### config.mk
export PLATFORM = sky130hd
export DESIGN_NAME = rv32_core
export DESIGN_NICKNAME = d
export VERILOG_FILES = /design/src/hw/rv32_pkg.sv /design/src/hw/rv32_core.sv /design/src/hw/rv32_mem_stage.sv /design/src/hw/rv32_exec_stage.sv /design/src/hw/rv32_decode_stage.sv /design/src/hw/rv32_fetch_stage.sv /design/src/hw/rv32_register_file.sv
export VERILOG_INCLUDE_DIRS = /design/src /design/src/hw
export SDC_FILE = /design/constraint.sdc
export NUM_CORES = 2
export LEC_CHECK = 0
export ABC_CLOCK_PERIOD_IN_PS = 12420
export BUFFER_PORTS_ARGS = -buffer_cell sky130_fd_sc_hd__buf_2
export CAP_MARGIN = 30
export CORE_UTILIZATION = 63
export CTS_CLUSTER_DIAMETER = 80
export CTS_CLUSTER_SIZE = 10
export DETAILED_ROUTE_END_ITERATION = 12
export GPL_TIMING_DRIVEN = 1
export PLACE_DENSITY = 0.86
export SYNTH_ARGS = -nofsm -noshare
export SYNTH_HDL_FRONTEND = slang
export SYNTH_SLANG_ARGS = --single-unit
### constraint.sdc
create_clock -name clk -period 12.42 [get_ports clk]
set_input_delay 1.242 -clock clk [delete_from_list [all_inputs] [get_ports clk]]
set_output_delay 1.242 -clock clk [all_outputs]
set_load 0.02 [all_outputs]
### src/hw/rv32_cfg.svh
// ----------------------------------------
// Build-time sizes for the RV32 core
// Include in any module that needs them
// ----------------------------------------
`ifndef RV32_CFG_SVH
`define RV32_CFG_SVH

// First fetch address after reset
`define RV32_RESET_PC 32'h0000_0000

// Data RAM depth in words, must be a power of two
`define RV32_DMEM_WORDS 64

// Architectural integer registers
`define RV32_NUM_REGS 32

`endif
### src/hw/rv32_pkg.sv
// ----------------------------------------
// Shared types of the RV32 pipeline
// Instruction views, opcodes, ALU ops and
// the records passed between stages
// ----------------------------------------
package rv32_pkg;

    typedef logic [31:0] rv32_word;
    typedef logic [4:0]  rv_reg_id_t;

    // Register-register layout, also the source of S/B/U/J immediate bits
    typedef struct packed {
        logic [6:0] funct7;
        rv_reg_id_t rs2;
        rv_reg_id_t rs1;
        logic [2:0] funct3;
        rv_reg_id_t rd;
        logic [6:0] opcode;
    } rv_r_view_t;

    typedef struct packed {
        logic [11:0] imm;
        rv_reg_id_t  rs1;
        logic [2:0]  funct3;
        rv_reg_id_t  rd;
        logic [6:0]  opcode;
    } rv_i_view_t;

    typedef union packed {
        rv_r_view_t r;
        rv_i_view_t i;
    } rv_instr_t;

    typedef enum logic [6:0] {
        OPC_OP_IMM = 7'b0010011,
        OPC_OP     = 7'b0110011,
        OPC_LUI    = 7'b0110111,
        OPC_JAL    = 7'b1101111,
        OPC_BRANCH = 7'b1100011,
        OPC_LOAD   = 7'b0000011,
        OPC_STORE  = 7'b0100011
    } rv_opcode_e;

    typedef enum logic [2:0] {
        ALU_ADD,
        ALU_SUB,
        ALU_AND,
        ALU_OR,
        ALU_XOR,
        ALU_PASS_B
    } alu_op_e;

    typedef struct packed {
        logic      valid;
        rv32_word  pc;
        rv_instr_t instr;
    } fetch_buffer_data_t;

    typedef struct packed {
        logic       valid;
        rv32_word   pc;
        rv_reg_id_t rd;
        logic       reg_write;
        alu_op_e    alu_op;
        logic       use_imm;
        rv32_word   op1;
        rv32_word   op2;
        rv32_word   imm;
        logic       is_branch;
        logic       branch_ne;
        logic       is_jal;
        logic       is_load;
        logic       is_store;
    } decoded_buffer_data_t;

    // Result doubles as the data RAM address for loads and stores
    typedef struct packed {
        logic       valid;
        rv_reg_id_t rd;
        logic       reg_write;
        logic       is_load;
        logic       is_store;
        rv32_word   result;
        rv32_word   store_data;
    } exec_buffer_data_t;

    typedef struct packed {
        logic       valid;
        rv_reg_id_t rd;
        logic       reg_write;
        rv32_word   result;
    } mem_buffer_data_t;

endpackage

### src/hw/rv32_core.sv
// ----------------------------------------
// RV32 five-stage core, top level
// Instruction port in, stage records out
// as debug ports for the testbench
// ----------------------------------------
`timescale 1ns/1ps
`include "rv32_cfg.svh"

module rv32_core (
    input  logic                           clk,
    input  logic                           resetn,
    input  rv32_pkg::rv_instr_t            instr_bus,
    input  logic                           instr_ready,
    output rv32_pkg::rv32_word             instr_addr,
    output rv32_pkg::rv32_word             pc,
    output rv32_pkg::fetch_buffer_data_t   instr_buff_data,
    output rv32_pkg::decoded_buffer_data_t decoded_buff_data,
    output rv32_pkg::exec_buffer_data_t    exec_buff_data,
    output rv32_pkg::mem_buffer_data_t     mem_buff_data
);
    import rv32_pkg::*;

    logic       exec_jump;
    rv32_word   exec_jump_addr;
    logic       dec_stall;
    rv_reg_id_t dec_rs1;
    rv_reg_id_t dec_rs2;
    rv32_word   dec_reg1;
    rv32_word   dec_reg2;
    logic       wb_we;

    // Jump beats stall; pc only moves when a word is accepted
    always_ff @(posedge clk) begin
        if (!resetn) begin
            pc <= `RV32_RESET_PC;
        end else if (exec_jump) begin
            pc <= exec_jump_addr;
        end else if (!dec_stall && instr_ready) begin
            pc <= pc + 32'd4;
        end
    end

    assign wb_we = mem_buff_data.valid && mem_buff_data.reg_write;

    rv32_register_file u_register_file (
        .clk    (clk),
        .resetn (resetn),
        .r1     (dec_rs1),
        .r2     (dec_rs2),
        .rw     (mem_buff_data.rd),
        .write  (wb_we),
        .d      (mem_buff_data.result),
        .o1     (dec_reg1),
        .o2     (dec_reg2)
    );

    rv32_fetch_stage u_fetch_stage (
        .clk        (clk),
        .resetn     (resetn),
        .pc         (pc),
        .stall      (dec_stall),
        .flush      (exec_jump),
        .instr      (instr_bus),
        .ready      (instr_ready),
        .addr       (instr_addr),
        .fetch_data (instr_buff_data)
    );

    // Hazard check sees the execute and memory inputs
    rv32_decode_stage u_decode_stage (
        .clk          (clk),
        .resetn       (resetn),
        .instr_data   (instr_buff_data),
        .flush        (exec_jump),
        .reg1         (dec_reg1),
        .reg2         (dec_reg2),
        .exec_rd_busy (decoded_buff_data),
        .mem_rd_busy  (exec_buff_data),
        .decode_data  (decoded_buff_data),
        .stall        (dec_stall),
        .rs1          (dec_rs1),
        .rs2          (dec_rs2)
    );

    rv32_exec_stage u_exec_stage (
        .clk          (clk),
        .resetn       (resetn),
        .decoded_data (decoded_buff_data),
        .exec_data    (exec_buff_data),
        .do_jump      (exec_jump),
        .jump_addr    (exec_jump_addr)
    );

    rv32_mem_stage u_mem_stage (
        .clk       (clk),
        .resetn    (resetn),
        .exec_data (exec_buff_data),
        .mem_data  (mem_buff_data)
    );

    // Jump targets come from execute, so alignment is a whole-core property
    a_pc_aligned: assert property (
        @(posedge clk) disable iff (!resetn)
        pc[1:0] == 2'b00
    ) else $error("pc not word aligned: %h", pc);

endmodule

### src/hw/rv32_mem_stage.sv
// ----------------------------------------
// Memory stage with local data RAM
// Word loads and stores only; produces the
// record that writes the register file
// ----------------------------------------
`timescale 1ns/1ps
`include "rv32_cfg.svh"

module rv32_mem_stage (
    input  logic                        clk,
    input  logic                        resetn,
    input  rv32_pkg::exec_buffer_data_t exec_data,
    output rv32_pkg::mem_buffer_data_t  mem_data
);
    import rv32_pkg::*;

    localparam int AW = $clog2(`RV32_DMEM_WORDS);

    rv32_word      dmem [`RV32_DMEM_WORDS];
    logic [AW-1:0] idx;
    rv32_word      load_word;

    // Word address wraps at the RAM depth
    assign idx       = exec_data.result[AW+1:2];
    assign load_word = dmem[idx];

    always_ff @(posedge clk) begin
        if (exec_data.valid && exec_data.is_store) begin
            dmem[idx] <= exec_data.store_data;
        end
    end

    always_ff @(posedge clk) begin
        if (!resetn) begin
            mem_data.valid     <= 1'b0;
            mem_data.reg_write <= 1'b0;
        end else begin
            mem_data.valid     <= exec_data.valid;
            mem_data.rd        <= exec_data.rd;
            mem_data.reg_write <= exec_data.reg_write && !exec_data.is_store;
            mem_data.result    <= exec_data.is_load ? load_word : exec_data.result;
        end
    end

endmodule

### src/hw/rv32_exec_stage.sv
// ----------------------------------------
// Execute stage
// ALU, branch decision and jump target;
// do_jump goes straight back to fetch/pc
// ----------------------------------------
`timescale 1ns/1ps

module rv32_exec_stage (
    input  logic                           clk,
    input  logic                           resetn,
    input  rv32_pkg::decoded_buffer_data_t decoded_data,
    output rv32_pkg::exec_buffer_data_t    exec_data,
    output logic                           do_jump,
    output rv32_pkg::rv32_word             jump_addr
);
    import rv32_pkg::*;

    rv32_word          op_b;
    rv32_word          alu_out;
    rv32_word          link;
    logic              equal;
    logic              taken;
    exec_buffer_data_t nxt;

    assign op_b = decoded_data.use_imm ? decoded_data.imm : decoded_data.op2;
    assign link = decoded_data.pc + 32'd4;

    always_comb begin
        case (decoded_data.alu_op)
            ALU_ADD: alu_out = decoded_data.op1 + op_b;
            ALU_SUB: alu_out = decoded_data.op1 - op_b;
            ALU_AND: alu_out = decoded_data.op1 & op_b;
            ALU_OR:  alu_out = decoded_data.op1 | op_b;
            ALU_XOR: alu_out = decoded_data.op1 ^ op_b;
            default: alu_out = op_b;
        endcase
    end

    // BNE inverts the equality test
    assign equal     = decoded_data.op1 == decoded_data.op2;
    assign taken     = decoded_data.is_jal ||
                       (decoded_data.is_branch && (equal != decoded_data.branch_ne));
    assign do_jump   = decoded_data.valid && taken;
    assign jump_addr = decoded_data.pc + decoded_data.imm;

    always_comb begin
        nxt.valid      = decoded_data.valid;
        nxt.rd         = decoded_data.rd;
        nxt.reg_write  = decoded_data.reg_write;
        nxt.is_load    = decoded_data.is_load;
        nxt.is_store   = decoded_data.is_store;
        nxt.result     = decoded_data.is_jal ? link : alu_out;
        nxt.store_data = decoded_data.op2;
    end

    always_ff @(posedge clk) begin
        if (!resetn) begin
            exec_data.valid     <= 1'b0;
            exec_data.reg_write <= 1'b0;
        end else begin
            exec_data <= nxt;
        end
    end

    // The record behind a taken jump is on the wrong path
    a_jump_flushes_decode: assert property (
        @(posedge clk) disable iff (!resetn)
        do_jump |=> !decoded_data.valid
    ) else $error("decode record still valid after a jump");

endmodule

### src/hw/rv32_decode_stage.sv
// ----------------------------------------
// Decode stage
// Builds operands and immediates, and
// stalls on hazards with in-flight writes
// ----------------------------------------
`timescale 1ns/1ps

module rv32_decode_stage (
    input  logic                           clk,
    input  logic                           resetn,
    input  rv32_pkg::fetch_buffer_data_t   instr_data,
    input  logic                           flush,
    input  rv32_pkg::rv32_word             reg1,
    input  rv32_pkg::rv32_word             reg2,
    input  rv32_pkg::decoded_buffer_data_t exec_rd_busy,
    input  rv32_pkg::exec_buffer_data_t    mem_rd_busy,
    output rv32_pkg::decoded_buffer_data_t decode_data,
    output logic                           stall,
    output rv32_pkg::rv_reg_id_t           rs1,
    output rv32_pkg::rv_reg_id_t           rs2
);
    import rv32_pkg::*;

    rv_instr_t            ins;
    decoded_buffer_data_t nxt;
    logic                 known;
    logic                 use_rs1;
    logic                 use_rs2;
    rv32_word             imm_i;
    rv32_word             imm_s;
    rv32_word             imm_b;
    rv32_word             imm_u;
    rv32_word             imm_j;

    assign ins = instr_data.instr;
    assign rs1 = ins.r.rs1;
    assign rs2 = ins.r.rs2;

    // Immediate formats, S/B/U/J taken from the R view fields
    assign imm_i = {{20{ins.i.imm[11]}}, ins.i.imm};
    assign imm_s = {{20{ins.r.funct7[6]}}, ins.r.funct7, ins.r.rd};
    assign imm_b = {{19{ins.r.funct7[6]}}, ins.r.funct7[6], ins.r.rd[0],
                    ins.r.funct7[5:0], ins.r.rd[4:1], 1'b0};
    assign imm_u = {ins.r.funct7, ins.r.rs2, ins.r.rs1, ins.r.funct3, 12'h000};
    assign imm_j = {{11{ins.r.funct7[6]}}, ins.r.funct7[6], ins.r.rs1, ins.r.funct3,
                    ins.r.rs2[0], ins.r.funct7[5:0], ins.r.rs2[4:1], 1'b0};

    function automatic alu_op_e funct3_op(input logic [2:0] f3, input logic sub);
        case (f3)
            3'b000:  return sub ? ALU_SUB : ALU_ADD;
            3'b100:  return ALU_XOR;
            3'b110:  return ALU_OR;
            default: return ALU_AND;
        endcase
    endfunction

    // Destination still owed by execute or memory
    function automatic logic pending(input rv_reg_id_t id);
        return id != '0 &&
            ((exec_rd_busy.valid && exec_rd_busy.reg_write && exec_rd_busy.rd == id) ||
             (mem_rd_busy.valid && mem_rd_busy.reg_write && mem_rd_busy.rd == id));
    endfunction

    always_comb begin
        nxt        = '0;
        nxt.pc     = instr_data.pc;
        nxt.rd     = ins.r.rd;
        nxt.op1    = reg1;
        nxt.op2    = reg2;
        nxt.alu_op = ALU_ADD;
        known      = 1'b0;
        use_rs1    = 1'b1;
        use_rs2    = 1'b0;
        case (rv_opcode_e'(ins.r.opcode))
            OPC_OP_IMM: begin
                known         = ins.r.funct3 inside {3'b000, 3'b100, 3'b110, 3'b111};
                nxt.reg_write = 1'b1;
                nxt.use_imm   = 1'b1;
                nxt.imm       = imm_i;
                nxt.alu_op    = funct3_op(ins.r.funct3, 1'b0);
            end
            OPC_OP: begin
                known = (ins.r.funct7 == 7'h00 &&
                         ins.r.funct3 inside {3'b000, 3'b100, 3'b110, 3'b111}) ||
                        (ins.r.funct7 == 7'h20 && ins.r.funct3 == 3'b000);
                use_rs2       = 1'b1;
                nxt.reg_write = 1'b1;
                nxt.alu_op    = funct3_op(ins.r.funct3, ins.r.funct7[5]);
            end
            OPC_LUI: begin
                known         = 1'b1;
                use_rs1       = 1'b0;
                nxt.reg_write = 1'b1;
                nxt.use_imm   = 1'b1;
                nxt.imm       = imm_u;
                nxt.alu_op    = ALU_PASS_B;
            end
            OPC_JAL: begin
                known         = 1'b1;
                use_rs1       = 1'b0;
                nxt.reg_write = 1'b1;
                nxt.is_jal    = 1'b1;
                nxt.imm       = imm_j;
            end
            OPC_BRANCH: begin
                // BEQ and BNE only
                known         = ins.r.funct3[2:1] == 2'b00;
                use_rs2       = 1'b1;
                nxt.is_branch = 1'b1;
                nxt.branch_ne = ins.r.funct3[0];
                nxt.imm       = imm_b;
            end
            OPC_LOAD: begin
                known         = ins.r.funct3 == 3'b010;
                nxt.reg_write = 1'b1;
                nxt.is_load   = 1'b1;
                nxt.use_imm   = 1'b1;
                nxt.imm       = imm_i;
            end
            OPC_STORE: begin
                known        = ins.r.funct3 == 3'b010;
                use_rs2      = 1'b1;
                nxt.is_store = 1'b1;
                nxt.use_imm  = 1'b1;
                nxt.imm      = imm_s;
            end
            default: known = 1'b0;
        endcase
        // Writes to x0 never leave decode
        if (ins.r.rd == '0) begin
            nxt.reg_write = 1'b0;
        end
        nxt.valid = instr_data.valid && known;
    end

    always_comb begin
        stall = instr_data.valid &&
                ((use_rs1 && pending(rs1)) || (use_rs2 && pending(rs2)));
    end

    // Bubble on reset, jump or hazard
    always_ff @(posedge clk) begin
        if (!resetn || flush || stall) begin
            decode_data.valid     <= 1'b0;
            decode_data.reg_write <= 1'b0;
        end else begin
            decode_data <= nxt;
        end
    end

endmodule

### src/hw/rv32_fetch_stage.sv
// ----------------------------------------
// Fetch stage
// Presents pc on the instruction port and
// latches the returned word for decode
// ----------------------------------------
`timescale 1ns/1ps

module rv32_fetch_stage (
    input  logic                          clk,
    input  logic                          resetn,
    input  rv32_pkg::rv32_word            pc,
    input  logic                          stall,
    input  logic                          flush,
    input  rv32_pkg::rv_instr_t           instr,
    input  logic                          ready,
    output rv32_pkg::rv32_word            addr,
    output rv32_pkg::fetch_buffer_data_t  fetch_data
);

    assign addr = pc;

    always_ff @(posedge clk) begin
        if (!resetn) begin
            fetch_data.valid <= 1'b0;
        end else if (flush) begin
            // Wrong-path word is dropped
            fetch_data.valid <= 1'b0;
        end else if (!stall) begin
            // No word this cycle when the memory is not ready
            fetch_data.valid <= ready;
            fetch_data.pc    <= pc;
            fetch_data.instr <= instr;
        end
    end

    // A jump from execute always kills the word behind it
    a_flush_kills_fetch: assert property (
        @(posedge clk) disable iff (!resetn)
        flush |=> !fetch_data.valid
    ) else $error("fetch record valid after flush");

endmodule

### src/hw/rv32_register_file.sv
// ----------------------------------------
// Integer register file, 2 read / 1 write
// Write-first reads, x0 hard-wired to zero
// ----------------------------------------
`timescale 1ns/1ps
`include "rv32_cfg.svh"

module rv32_register_file (
    input  logic                 clk,
    input  logic                 resetn,
    input  rv32_pkg::rv_reg_id_t r1,
    input  rv32_pkg::rv_reg_id_t r2,
    input  rv32_pkg::rv_reg_id_t rw,
    input  logic                 write,
    input  rv32_pkg::rv32_word   d,
    output rv32_pkg::rv32_word   o1,
    output rv32_pkg::rv32_word   o2
);
    import rv32_pkg::*;

    rv32_word regs [`RV32_NUM_REGS];

    // Bypass the word being written this cycle
    function automatic rv32_word read_port(input rv_reg_id_t id);
        rv32_word value;
        if (id == '0) begin
            value = '0;
        end else if (write && rw == id) begin
            value = d;
        end else begin
            value = regs[id];
        end
        return value;
    endfunction

    always_comb begin
        o1 = read_port(r1);
        o2 = read_port(r2);
    end

    always_ff @(posedge clk) begin
        if (!resetn) begin
            for (int i = 0; i < `RV32_NUM_REGS; i++) begin
                regs[i] <= '0;
            end
        end else if (write && rw != '0) begin
            regs[rw] <= d;
        end
    end

endmodule

==> out/metrics.csv <==
stage,metric,value,unit
grt,pin count of the biggest net entering global routing,163,
floorplan,io pins,420,
synthesis,synthesized cell area,0.154,mm²
clocking,CTS tree,done,
placement,input/output buffers,419,
clocking,total CTS buffers,395,
placement,post-place setup slack,6680,ps
worst_setup_path,CP endpoint kind,flip-flop,
cells_and_area,NumNets Final,8920,
placement,routability cong.,1.03,
drt,detailed-route via count,96200,
synthesis,Most used DFF post-synth,edfxtp_1,
drt,final antenna-violating net count,0,
clocking,"Clk Latency, worst-skew pair",1030,ps
run,# Max-Cap Violations,0,
worst_setup_path,crit path launch type,flip-flop,
clocking,CTS root buffer,clkbuf_16,
timing,unrepaired setup endpoints after global routing,false,
timing,Slew headroom,0.189,
grt,first-pass GRT wire length,758,mm
cells_and_area,share of cells above drive strength 1,0.304,
synthesis,Post-synth EDFFs,3386,
floorplan,Placement Rows,181,
worst_setup_path,Crit Path Max Fanout,62,
grt,initial antenna violation count,78,
clocking,post_cts resized,0,
worst_setup_path,CP required,12940,ps
timing,setup_tns,0,ps
clocking,# H-tree levels,5,
floorplan,Die X,496,µm
synthesis,Yosys cell types,87,
timing,final setup margin,6470,ps
timing,Layout Skew,138,ps
grt,total grt overflow,0,
drt,DRC Markers,0,
synthesis,number of synthesized register bits,3431,
run_status,outcome,"finished, final reports clean",
timing,worst slew pin tran,1220,ps
drt,Post-Route WL,564,mm
floorplan,Initial Utilization,0.633,
min_path,Hold Path Class,reg2reg,
drt,WL/cell,46.7,µm
pwr,worst vdd ir,0.197,mV
clocking,# hold bufs at CTS,0,
clocking,Worst-path clk slew,60,ps
placement,DP HPWL,315,mm
floorplan,Core ar.,0.243,mm²
timing,Final period util,0.479,
synthesis,Gate Count Post-Synth,8294,
synthesis,synthesized area per cell,18.6,µm²
drt,Iter 0 DRT Violations,19000,
grt,All-Layer GR Usage,0.458,
floorplan,DIE AREA,0.246,mm²
drt,DRT Pass-1 Iters,7,
timing,Final Hold Fails,0,
pwr,leakage,0.0580,µW
worst_setup_path,CP Data Arrival Time,6470,ps
pwr,power after layout,28500,µW
grt,vias in the first global route,92600,
clocking,Max Root-Sink Buffers,4,
cells_and_area,area added between synthesis and finish,11.3,%
synthesis,yosys synthesis warning count,0,
clocking,Sink Count,3431,
synthesis,post-synthesis sequential area ratio,0.667,
timing,minimum clock period,5950,ps
drt,vias per cell,7.96,
timing,Slew Limit Fails,0,
synthesis,asr flop ratio synth,0,
timing,final setup fails,0,
worst_setup_path,kind of critical path,reg2reg,
pwr,PD cells,166,mW/mm²
floorplan,Die Span Y,496,µm
timing,Max Clk Rate,168,MHz
clocking,Post-CTS Setup Bufs,0,
worst paths after layout:
| check | startpoint | endpoint | slack [ps] | depth (start not counted) |
|---|---|---|---|---|
| worst max-delay path | u_decode_stage.decode_data[79]$_SDFFCE_PP0N_ | u_decode_stage.decode_data[75]$_SDFFCE_PP0N_ | 6470 | 11 |
| worst min-delay path | u_fetch_stage.fetch_data[33]$_DFFE_PP_ | u_decode_stage.decode_data[112]$_DFFE_PN_ | 440 | 0 |
| worst max register to register | u_decode_stage.decode_data[79]$_SDFFCE_PP0N_ | u_decode_stage.decode_data[75]$_SDFFCE_PP0N_ | 6470 | 11 |
| worst min register to register | u_fetch_stage.fetch_data[33]$_DFFE_PP_ | u_decode_stage.decode_data[112]$_DFFE_PN_ | 440 | 0 |
placed cells by master (no fill, tap or decap), drive strengths merged, types with 11 or more instances in the layout:
cell type / n
a22oi: 16
a21o: 41
clkbuf: 449
o22ai: 21
buf: 746
mux2: 43
and4: 13
ha: 130
a22o: 12
edfxtp: 3386
o31ai: 19
a21oi: 119
diode: 55
nand3: 59
inv: 104
nand2: 140
nor3: 41
o21a: 15
conb: 32
o21ai: 152
nand4: 36
nor2b: 12
o21bai: 11
nor2: 286
dfxtp: 45
o211ai: 11
mux2i: 112
mux4: 1304
nand3b: 14
xor2: 46
a211oi: 98
and3: 24
and2: 1011
xnor2: 136
cell families (layout without fill, tap and decap cells):
| group | count (synthesis) | in the layout | share of synthesized area |
|---|---|---|---|
| DFF | 3431 | 3431 | 0.667 |
| and+or+nand+nor | 1691 | 1691 | 0.0619 |
| muxes | 1459 | 1459 | 0.202 |
| xor gates and xnor gates | 182 | 182 | 0.0104 |
| AOI/OAI and AO/OA | 584 | 584 | 0.0247 |
| buffers and inverters | 814 | 1305 | 0.0237 |
| other | 1 | 87 | 0.0000244 |
| adders and majority gates | 132 | 132 | 0.0108 |
per-stage QoR:
stage / cells / util / hold slack [ps] / instance area, µm²
finish: 12100 / 0.705 / 437 / 171000
global route: 12000 / 0.705 / 447 / 171000
CTS: 12000 / 0.703 / 425 / 171000
detailed placement: 11500 / 0.660 / 428 / 160000
global placement: 11500 / 0.659 / 426 / 160000
floorplan: 8325 / - / 428 / 154000
area by class of cell:
type	count	area, µm²
Antenna cell	55	138
Tap cell	3202	4010
Fill cell	13800	71700
Clock buffer	448	10200
Multi-Input combinational cell	4080	48700
Sequential cell	3431	103000
Inverter	97	364
Clock inverter	12	140
Timing Repair Buffer	748	5150
state kept, by name, indices dropped and copies added, names as in the netlist, named ones only:
register,cells
u_exec_stage.exec_data,73
u_mem_stage.mem_data,39
u_fetch_stage.fetch_data,65
pc,32
u_decode_stage.decode_data,144
u_register_file.regs,1024
u_mem_stage.dmem,2048
where the power goes:
part | total, µW | internal (µW) | switching, µW | leakage (µW)
combinational | 4790 | 1850 | 2940 | 0.0205
sequential | 13400 | 13100 | 316 | 0.0324
clock | 10300 | 5720 | 4630 | 0.00506
total | 28500 | 20600 | 7880 | 0.0580
routing by layer:
layer,up-vias,share of wire,global-route usage
met5,-,0.00074,0
met4,64,0.099,0.357
met3,2717,0.16,0.173
met2,11300,0.45,0.679
met1,48000,0.29,0.543
li1,34000,-,-
Yosys cell counts (12+ instances only):
| cell type | instances | area share |
|---|---|---|
| nand3_1 | 57 | 0.0019 |
| nand3b_1 | 14 | 0.00068 |
| and2_1 | 1011 | 0.041 |
| buf_2 | 91 | 0.0030 |
| buf_4 | 110 | 0.0054 |
| inv_1 | 97 | 0.0024 |
| and4_1 | 13 | 0.00074 |
| xor2_1 | 46 | 0.0026 |
| mux2i_1 | 98 | 0.0064 |
| a22o_1 | 12 | 0.00068 |
| nor2b_1 | 12 | 0.00049 |
| o21ai_0 | 151 | 0.0049 |
| nand2_1 | 140 | 0.0034 |
| o22ai_1 | 21 | 0.00085 |
| o21a_1 | 15 | 0.00073 |
| nor2_1 | 285 | 0.0070 |
| nand4_1 | 35 | 0.0014 |
| clkbuf_1 | 439 | 0.011 |
| nor3_1 | 38 | 0.0012 |
| a21oi_1 | 119 | 0.0039 |
| o31ai_1 | 19 | 0.00093 |
| mux2_2 | 43 | 0.0031 |
| mux4_2 | 1304 | 0.19 |
| and3_1 | 24 | 0.00098 |
| a211oi_1 | 98 | 0.0048 |
| ha_1 | 130 | 0.011 |
| mux2i_2 | 12 | 0.0011 |
| buf_1 | 72 | 0.0018 |
| a22oi_1 | 16 | 0.00078 |
| a21o_1 | 41 | 0.0020 |
| edfxtp_1 | 3386 | 0.66 |
| xnor2_1 | 135 | 0.0077 |
| dfxtp_1 | 45 | 0.0059 |
critical path, stage by stage (launching register included):
cell and delay (ps):
edfxtp_1 540, xnor2_1 240, nand4_1 120, nor4_1 710, a21oi_1 230, o31ai_4 260, buf_4 490, nand2_1 510
nor2_4 660, buf_16 240, buf_4 560, buf_4 830
No activity file was read; power rests on OpenSTA's default activity.
